File: config.mk
export PLATFORM = sky130hd
export DESIGN_NAME = alloc_top
export DESIGN_NICKNAME = d
export VERILOG_FILES = /design/src/alloc_pkg.sv /design/src/rename.sv /design/src/mem_id_trk.sv /design/src/alloc.sv /design/src/alloc_top.sv
export SDC_FILE = /design/constraint.sdc
export NUM_CORES = 1
export LEC_CHECK = 0
export BUFFER_PORTS_ARGS = -buffer_cell sky130_fd_sc_hd__buf_2
export CAP_MARGIN = 5
export CORE_ASPECT_RATIO = 2
export CORE_UTILIZATION = 60
export DETAILED_ROUTE_END_ITERATION = 16
export PLACE_DENSITY = 0.78
export SLEW_MARGIN = 0
export SYNTH_ARGS = -nofsm -noshare
export SYNTH_HDL_FRONTEND = slang
export SYNTH_HIERARCHICAL = 1
export SYNTH_SLANG_ARGS = --single-unit
File: constraint.sdc
create_clock -name clk -period 13.3 [get_ports clk]
set_input_delay 3.99 -clock clk [delete_from_list [all_inputs] [get_ports clk]]
set_output_delay 3.99 -clock clk [all_outputs]
set_load 0.01 [all_outputs]
File: src/alloc_pkg.sv
package alloc_pkg;

    ////////////////////////////////////////////////////////////
    // sizes.
    ////////////////////////////////////////////////////////////

    // architectural register file.
    localparam int num_arch_regs = 32;
    localparam int reg_addr_w    = 5;

    // reorder buffer.
    localparam int num_rob  = 16;
    localparam int rob_id_w = 4;

    // load queue.
    localparam int num_ldq  = 8;
    localparam int ldq_id_w = 3;

    // store queue.
    localparam int num_stq  = 8;
    localparam int stq_id_w = 3;

    ////////////////////////////////////////////////////////////
    // micro-op classes.
    ////////////////////////////////////////////////////////////

    typedef enum logic [1:0] {
        op_alu    = 2'd0,
        op_load   = 2'd1,
        op_store  = 2'd2,
        op_branch = 2'd3
    } t_opcode;

    // takes a load queue entry.
    function automatic logic is_load(input t_opcode op);
        return op == op_load;
    endfunction

    // takes a store queue entry.
    function automatic logic is_store(input t_opcode op);
        return op == op_store;
    endfunction

endpackage

File: src/rename.sv
module rename (
    input  logic                             clk,
    input  logic                             reset,
    input  logic                             nuke,
    input  logic                             accept,
    input  alloc_pkg::t_opcode               opcode,
    input  logic [alloc_pkg::reg_addr_w-1:0] dst,
    input  logic [alloc_pkg::reg_addr_w-1:0] src1,
    input  logic [alloc_pkg::reg_addr_w-1:0] src2,
    input  logic                             rob_free,
    output logic [alloc_pkg::rob_id_w-1:0]   robid,
    output logic [alloc_pkg::rob_id_w-1:0]   psrc1,
    output logic                             psrc1_pdg,
    output logic [alloc_pkg::rob_id_w-1:0]   psrc2,
    output logic                             psrc2_pdg,
    output logic                             rob_full
);
    import alloc_pkg::*;

    ////////////////////////////////////////////////////////////
    // register alias table.
    ////////////////////////////////////////////////////////////

    // youngest producer of each register.
    logic [rob_id_w-1:0]      rat_id [num_arch_regs];
    logic [num_arch_regs-1:0] rat_pdg;

    logic rat_wr;

    // r0 is hardwired, it never gets a producer.
    assign rat_wr = accept && (dst != '0);

    always_ff @(posedge clk) begin
        if (rat_wr) begin
            rat_id[dst] <= robid;
        end
    end

    // no writeback here, so only a flush clears pending.
    always_ff @(posedge clk) begin
        if (reset || nuke) begin
            rat_pdg <= '0;
        end else if (rat_wr) begin
            rat_pdg[dst] <= 1'b1;
        end
    end

    // sources see the table before this op's own write.
    always_comb begin
        psrc1_pdg = rat_pdg[src1];
        psrc2_pdg = rat_pdg[src2];
        psrc1     = psrc1_pdg ? rat_id[src1] : '0;
        psrc2     = psrc2_pdg ? rat_id[src2] : '0;
    end

    ////////////////////////////////////////////////////////////
    // reorder buffer ids.
    ////////////////////////////////////////////////////////////

    // pointers carry one extra wrap bit.
    logic [rob_id_w:0] rob_head;
    logic [rob_id_w:0] rob_tail;
    logic [rob_id_w:0] rob_count;

    assign rob_count = rob_tail - rob_head;
    assign rob_full  = (rob_count == (rob_id_w + 1)'(num_rob));
    assign robid     = rob_tail[rob_id_w-1:0];

    always_ff @(posedge clk) begin
        if (reset || nuke) begin
            rob_head <= '0;
            rob_tail <= '0;
        end else begin
            if (accept) begin
                rob_tail <= rob_tail + 1'b1;
            end
            // retire is in order.
            if (rob_free) begin
                rob_head <= rob_head + 1'b1;
            end
        end
    end

    ////////////////////////////////////////////////////////////
    // checks.
    ////////////////////////////////////////////////////////////

    // alloc must hold off while the rob is full.
    a_no_accept_full: assert property (
        @(posedge clk) disable iff (reset)
        accept |-> !rob_full
    );

    a_no_free_empty: assert property (
        @(posedge clk) disable iff (reset)
        rob_free |-> (rob_count != '0)
    );

    // an accepted uop must be fully driven.
    a_known_uop: assert property (
        @(posedge clk) disable iff (reset)
        accept |-> !$isunknown({opcode, dst, src1, src2})
    );

endmodule

File: src/mem_id_trk.sv
module mem_id_trk (
    input  logic                           clk,
    input  logic                           reset,
    input  logic                           nuke,
    input  logic                           ld_alloc,
    input  logic                           st_alloc,
    input  logic                           ldq_free,
    input  logic                           stq_free,
    output logic [alloc_pkg::ldq_id_w-1:0] ldq_id,
    output logic [alloc_pkg::stq_id_w-1:0] stq_id,
    output logic                           ldq_full,
    output logic                           stq_full
);
    import alloc_pkg::*;

    // queue 0 is the load queue, queue 1 the store queue.
    for (genvar q = 0; q < 2; q++) begin : g_q
        localparam int depth = (q == 0) ? num_ldq : num_stq;
        localparam int id_w  = (q == 0) ? ldq_id_w : stq_id_w;

        logic            do_alloc;
        logic            do_free;
        logic            full;
        logic [id_w-1:0] tail;
        logic [id_w:0]   cnt;

        assign do_alloc = (q == 0) ? ld_alloc : st_alloc;
        assign do_free  = (q == 0) ? ldq_free : stq_free;
        assign full     = (cnt == (id_w + 1)'(depth));

        always_ff @(posedge clk) begin
            if (reset || nuke) begin
                tail <= '0;
                cnt  <= '0;
            end else begin
                if (do_alloc) begin
                    tail <= (tail == id_w'(depth - 1)) ? '0 : tail + 1'b1;
                end
                // alloc and free together leave the count alone.
                case ({do_alloc, do_free})
                    2'b10:   cnt <= cnt + 1'b1;
                    2'b01:   cnt <= cnt - 1'b1;
                    default: cnt <= cnt;
                endcase
            end
        end

        if (q == 0) begin : g_ld
            assign ldq_id   = tail;
            assign ldq_full = full;
        end else begin : g_st
            assign stq_id   = tail;
            assign stq_full = full;
        end

        a_no_alloc_full: assert property (
            @(posedge clk) disable iff (reset)
            do_alloc |-> !full
        );
    end

endmodule

File: src/alloc.sv
module alloc (
    input  logic                           clk,
    input  logic                           reset,
    input  logic                           nuke,

    // incoming uop.
    input  logic                           valid,
    input  alloc_pkg::t_opcode             opcode,
    output logic                           ready,

    // stall sources.
    input  logic                           rs_stall,
    input  logic                           rob_full,
    input  logic                           ldq_full,
    input  logic                           stq_full,

    // rename and memory id results.
    input  logic [alloc_pkg::rob_id_w-1:0] robid,
    input  logic [alloc_pkg::rob_id_w-1:0] psrc1,
    input  logic                           psrc1_pdg,
    input  logic [alloc_pkg::rob_id_w-1:0] psrc2,
    input  logic                           psrc2_pdg,
    input  logic [alloc_pkg::ldq_id_w-1:0] ldq_id,
    input  logic [alloc_pkg::stq_id_w-1:0] stq_id,

    // allocation pulses.
    output logic                           accept,
    output logic                           ld_alloc,
    output logic                           st_alloc,

    // dispatch packet.
    output logic                           disp_valid,
    output alloc_pkg::t_opcode             disp_opcode,
    output logic [alloc_pkg::rob_id_w-1:0] disp_robid,
    output logic [alloc_pkg::rob_id_w-1:0] disp_psrc1,
    output logic                           disp_psrc1_pdg,
    output logic [alloc_pkg::rob_id_w-1:0] disp_psrc2,
    output logic                           disp_psrc2_pdg,
    output logic [alloc_pkg::ldq_id_w-1:0] disp_ldqid,
    output logic [alloc_pkg::stq_id_w-1:0] disp_stqid
);
    import alloc_pkg::*;

    logic stage_vld;
    logic mem_op;

    ////////////////////////////////////////////////////////////
    // input side.
    ////////////////////////////////////////////////////////////

    // room when empty or draining, and nothing downstream is full.
    assign ready = !nuke && (!stage_vld || !rs_stall)
                   && !rob_full && !ldq_full && !stq_full;

    assign accept   = valid && ready;
    assign ld_alloc = accept && is_load(opcode);
    assign st_alloc = accept && is_store(opcode);

    // loads and stores both carry the two queue tails for ordering.
    assign mem_op = is_load(opcode) || is_store(opcode);

    ////////////////////////////////////////////////////////////
    // stage register.
    ////////////////////////////////////////////////////////////

    always_ff @(posedge clk) begin
        if (reset || nuke) begin
            stage_vld <= 1'b0;
        end else if (accept) begin
            stage_vld <= 1'b1;
        end else if (!rs_stall) begin
            stage_vld <= 1'b0;
        end
    end

    always_ff @(posedge clk) begin
        if (accept) begin
            disp_opcode    <= opcode;
            disp_robid     <= robid;
            disp_psrc1     <= psrc1;
            disp_psrc1_pdg <= psrc1_pdg;
            disp_psrc2     <= psrc2;
            disp_psrc2_pdg <= psrc2_pdg;
            disp_ldqid     <= mem_op ? ldq_id : '0;
            disp_stqid     <= mem_op ? stq_id : '0;
        end
    end

    // a flush hides the held packet right away.
    assign disp_valid = stage_vld && !nuke;

    // held packet must not move under a reservation station stall.
    a_hold_stable: assert property (
        @(posedge clk) disable iff (reset)
        (disp_valid && rs_stall) |=>
            $stable({disp_opcode, disp_robid, disp_psrc1, disp_psrc1_pdg,
                     disp_psrc2, disp_psrc2_pdg, disp_ldqid, disp_stqid})
    );

endmodule

File: src/alloc_top.sv
module alloc_top (
    input  logic                             clk,
    input  logic                             reset,

    input  logic                             valid,
    input  alloc_pkg::t_opcode               opcode,
    input  logic [alloc_pkg::reg_addr_w-1:0] dst,
    input  logic [alloc_pkg::reg_addr_w-1:0] src1,
    input  logic [alloc_pkg::reg_addr_w-1:0] src2,
    output logic                             ready,

    input  logic                             rs_stall,
    input  logic                             nuke,
    input  logic                             rob_free,
    input  logic                             ldq_free,
    input  logic                             stq_free,

    output logic                             disp_valid,
    output alloc_pkg::t_opcode               disp_opcode,
    output logic [alloc_pkg::rob_id_w-1:0]   disp_robid,
    output logic [alloc_pkg::rob_id_w-1:0]   disp_psrc1,
    output logic                             disp_psrc1_pdg,
    output logic [alloc_pkg::rob_id_w-1:0]   disp_psrc2,
    output logic                             disp_psrc2_pdg,
    output logic [alloc_pkg::ldq_id_w-1:0]   disp_ldqid,
    output logic [alloc_pkg::stq_id_w-1:0]   disp_stqid
);
    import alloc_pkg::*;

    logic                accept;
    logic                ld_alloc;
    logic                st_alloc;
    logic [rob_id_w-1:0] robid;
    logic [rob_id_w-1:0] psrc1;
    logic                psrc1_pdg;
    logic [rob_id_w-1:0] psrc2;
    logic                psrc2_pdg;
    logic                rob_full;
    logic [ldq_id_w-1:0] ldq_id;
    logic [stq_id_w-1:0] stq_id;
    logic                ldq_full;
    logic                stq_full;

    rename i_rename (
        .clk, .reset, .nuke, .accept, .opcode, .dst, .src1, .src2, .rob_free,
        .robid, .psrc1, .psrc1_pdg, .psrc2, .psrc2_pdg, .rob_full
    );

    mem_id_trk i_mem_id_trk (
        .clk, .reset, .nuke, .ld_alloc, .st_alloc, .ldq_free, .stq_free,
        .ldq_id, .stq_id, .ldq_full, .stq_full
    );

    alloc i_alloc (
        .clk, .reset, .nuke,
        .valid, .opcode, .ready,
        .rs_stall, .rob_full, .ldq_full, .stq_full,
        .robid, .psrc1, .psrc1_pdg, .psrc2, .psrc2_pdg, .ldq_id, .stq_id,
        .accept, .ld_alloc, .st_alloc,
        .disp_valid, .disp_opcode, .disp_robid,
        .disp_psrc1, .disp_psrc1_pdg, .disp_psrc2, .disp_psrc2_pdg,
        .disp_ldqid, .disp_stqid
    );

endmodule

==> impl_metrics.py <==
metrics = {
    "setup_path": {
        "cp-startpoint": "nuke",
        "path_delay_family": "buffers and inverters",
        "crit_required_ps": 9310,
        "crit_chain": "buf_2, a21o_1, nor2_1, buf_2",
        "path_class": "input port to output port",
        "cpPeakStageDelay_ps": 210,
        "reg2reg_from": "i_rename/rob_tail[2]",
        "crit_buf_inv": 2,
        "cpMaxStageDelayCell": "a21o_1",
        "critPathLaunchType": "input port",
        "worstPathMaxFanout": 9,
        "arrival_ps": 4560,
        "cp-end-kind": "output port",
        "path_common_cell": "buf_2",
    },
    "clock_network": {
        "clock_sinks": 207,
        "cts_resized": 0,
        "cts_max_level": 1,
        "clock_latency_ps": 490,
        "cts_root_buf": "clkbuf_16",
        "cts_tree": "yes",
        "cts_buffers": 18,
        "clock_path_buffers": 3,
        "cts_hold_buf": 0,
        "cts_setup_buffers": 0,
        "clk_pin_slew_ps": 60,
    },
    "routing": {
        "drt-total-wl_um": 24000,
        "wl_per_cell_um": 24.5,
        "num_vias": 6514,
        "dr.pass1.iters": 5,
        "drt_iter0_drc": 496,
        "drcViolationCount": 0,
        "detail-route-antenna-nets": 0,
        "via_per_inst": 6.65,
    },
    "power": {
        "leakage_nw": 3.84,
        "powerDensity_mw_per_mm2": 122,
        "ir_drop_uv": 118,
    },
    "synthesis": {
        "yosys.cell_types.count": 50,
        "yosysMostFrequentCell": "edfxtp_1",
        "synth_area_mm2": 0.0100,
        "ys_ff_latch": 207,
        "synth_common_cells": "150 x edfxtp_1, 118 x nor2_1, 78 x mux2i_1",
        "avgSynthCellArea_um2": 13.8,
        "yosysSeqAreaShare_pct": 56.4,
        "ys.warnings.count": 6,
        "synthArstFlopShare_pct": 0,
        "synth.top_cell.area_share_pct": 45.0,
        "syn_inst": 727,
        "synthTopCellsByArea": "edfxtp_1 45%, dfxtp_1 11%, mux4_2 9.0%",
        "synth_edf_count": 150,
        "yosys.area.top_type": "edfxtp_1",
        "synthFlopType": "edfxtp_1",
    },
    "sta": {
        "slew_viol_final": 0,
        "rsz0062_at_grt": "false",
        "slew_headroom_pct": 27.6,
        "finalCritPeriodShare_pct": 64.3,
        "skew_ps": 14.1,
        "hold_viol": 0,
        "setup_viol": 0,
        "max_freq_mhz": 117,
        "min_period_ps": 8550,
        "max_slew.worst_pin.slew_ps": 1080,
        "fin_tns_setup_ps": 0,
    },
    "global_routing": {
        "antenna_found_initial": 0,
        "grt.total_usage_pct": 28.6,
        "grt_pass1_vias": 6716,
        "grt_start_max_net_pins": 53,
        "grt_overflow": 0,
        "grt_pass1_wl_um": 36200,
    },
    "finish": {
        "syn_to_final_growth_pct": 9.02,
        "num_antenna_cells": 0,
        "fill_cells": 1137,
        "multi_input_area_mm2": 0.00406,
        "drive_above_1_share_pct": 18.7,
        "fin_nets": 807,
        "seq_area_mm2": 0.00565,
        "instances_no_fill": 980,
    },
    "min_path": {
        "hp-class": "flip-flop to flip-flop",
        "hold_start": "i_mem_id_trk/g_q[1].cnt[3]",
    },
    "die": {
        "core_mm2": 0.0163,
        "rows": 66,
        "start_util_pct": 61.6,
        "ios": 49,
        "die_h_um": 185,
        "die_w_um": 93.4,
        "die-area_mm2": 0.0172,
    },
    "placement": {
        "dp_hpwl_um": 16800,
        "gp_congestion": 0.910,
        "dp_cells": 948,
        "portBuffers": 48,
    },
    "status": {
        "run_status": "finished clean",
    },
    "run": {
        "drv_cap": 0,
    },
}
-- worst reg2reg max path, stage by stage, from the launching register on --
cell and delay (ps):
dfxtp_1 310, buf_4 380, ha_1 330, o21ai_0 150, a21boi_0 150, o21ai_0 170
a21oi_1 130, or3_4 450, nor3_2 870, nand4b_1 290, nor3b_1 840
-- path summary, 6_finish.rpt --
kind | depth (start not counted) | endpoint | slack, ps
worst min-delay path | 2 | i_mem_id_trk/g_q[1].cnt[3] | 480
worst max-delay path | 4 | ready | 4750
worst min register to register | 2 | i_mem_id_trk/g_q[1].cnt[3] | 480
worst max register to register | 10 | i_rename/rat_id[25][2] | 8850
-- final cells by class --
class	instances	area share [%]
Multi-Input combinational cell	467	37.2
Timing Repair Buffer	55	2.68
Tap cell	204	2.34
Clock buffer	25	4.83
Clock inverter	7	0.779
Inverter	15	0.516
Sequential cell	207	51.7
-- cell usage in the layout, fill, tap and decap left out, types with 3 or more instances in the layout --
master     instances
mux4_2            40
inv_1             13
xor2_1            11
a311oi_1           8
clkbuf_8           3
or2_2             11
nand3_1            6
buf_2             48
a21oi_1           17
nand2b_1           6
mux2i_1           78
xnor2_1            5
a221oi_1          32
clkinv_2           5
ha_1              18
a22oi_1            8
a21o_1             9
and2_1             3
nor2b_1           16
nand4_1            5
nor2_1           118
dfxtp_1           57
clkbuf_16         19
edfxtp_1         150
or3b_1             4
nand2_1           11
mux4_1            10
nor3_1             6
or3b_2             4
conb_1             4
buf_4              7
clkbuf_1           3
or3_1              4
o21ai_0           13
-- flip-flops by register name, summed over array words and instances, names as in the netlist, 4 cells and up --
signal,cells
i_rename/rob_head,5
i_rename/rob_tail,5
i_alloc/disp_psrc2,4
i_rename/rat_pdg,32
i_rename/rat_id,128
i_mem_id_trk/g_q.cnt,8
i_alloc/disp_psrc1,4
i_alloc/disp_robid,4
-- power by group --
part,internal [mW],total (mW),switching (mW)
registers,0.693,0.697,0.00423
clock network,0.317,0.542,0.225
logic,0.0366,0.0972,0.0606
-- stage by stage --
stage / power [mW] / utilization, % / hold WS, ps / instance area [µm²] / worst slack, ps
2_1_floorplan: 0.780 / - / 439 / 10000 / 4960
3_3_place_gp: 0.804 / 63.4 / 456 / 10300 / 4750
3_5_place_dp: 0.808 / 63.4 / 472 / 10300 / 4750
4_1_cts: 1.34 / 67.1 / 482 / 10900 / 4750
5_1_grt: 1.37 / 67.1 / 510 / 10900 / 4700
6_report: 1.34 / 67.1 / 483 / 10900 / 4750
-- per-layer routing --
layer  global-route usage [%]  vias to the layer above  wire length, µm
met3                     3.47                       85             1330
met1                     30.6                     3251             8010
met5                        0                        -                0
li1                         -                     2875                -
met2                     52.2                      303            13100
met4                     17.8                        0             1530
-- kinds of logic after synthesis --
family,after synthesis,share of synthesized area [%]
DFF,207,56.4
xor gates and xnor gates,16,1.40
other,1,0.0374
buffers and inverters,56,3.30
muxes,130,19.9
adders and majority gates,18,2.25
AOI/OAI and AO/OA,94,6.94
and+or+nand+nor,205,9.87
(Power assumes the default switching activity.)
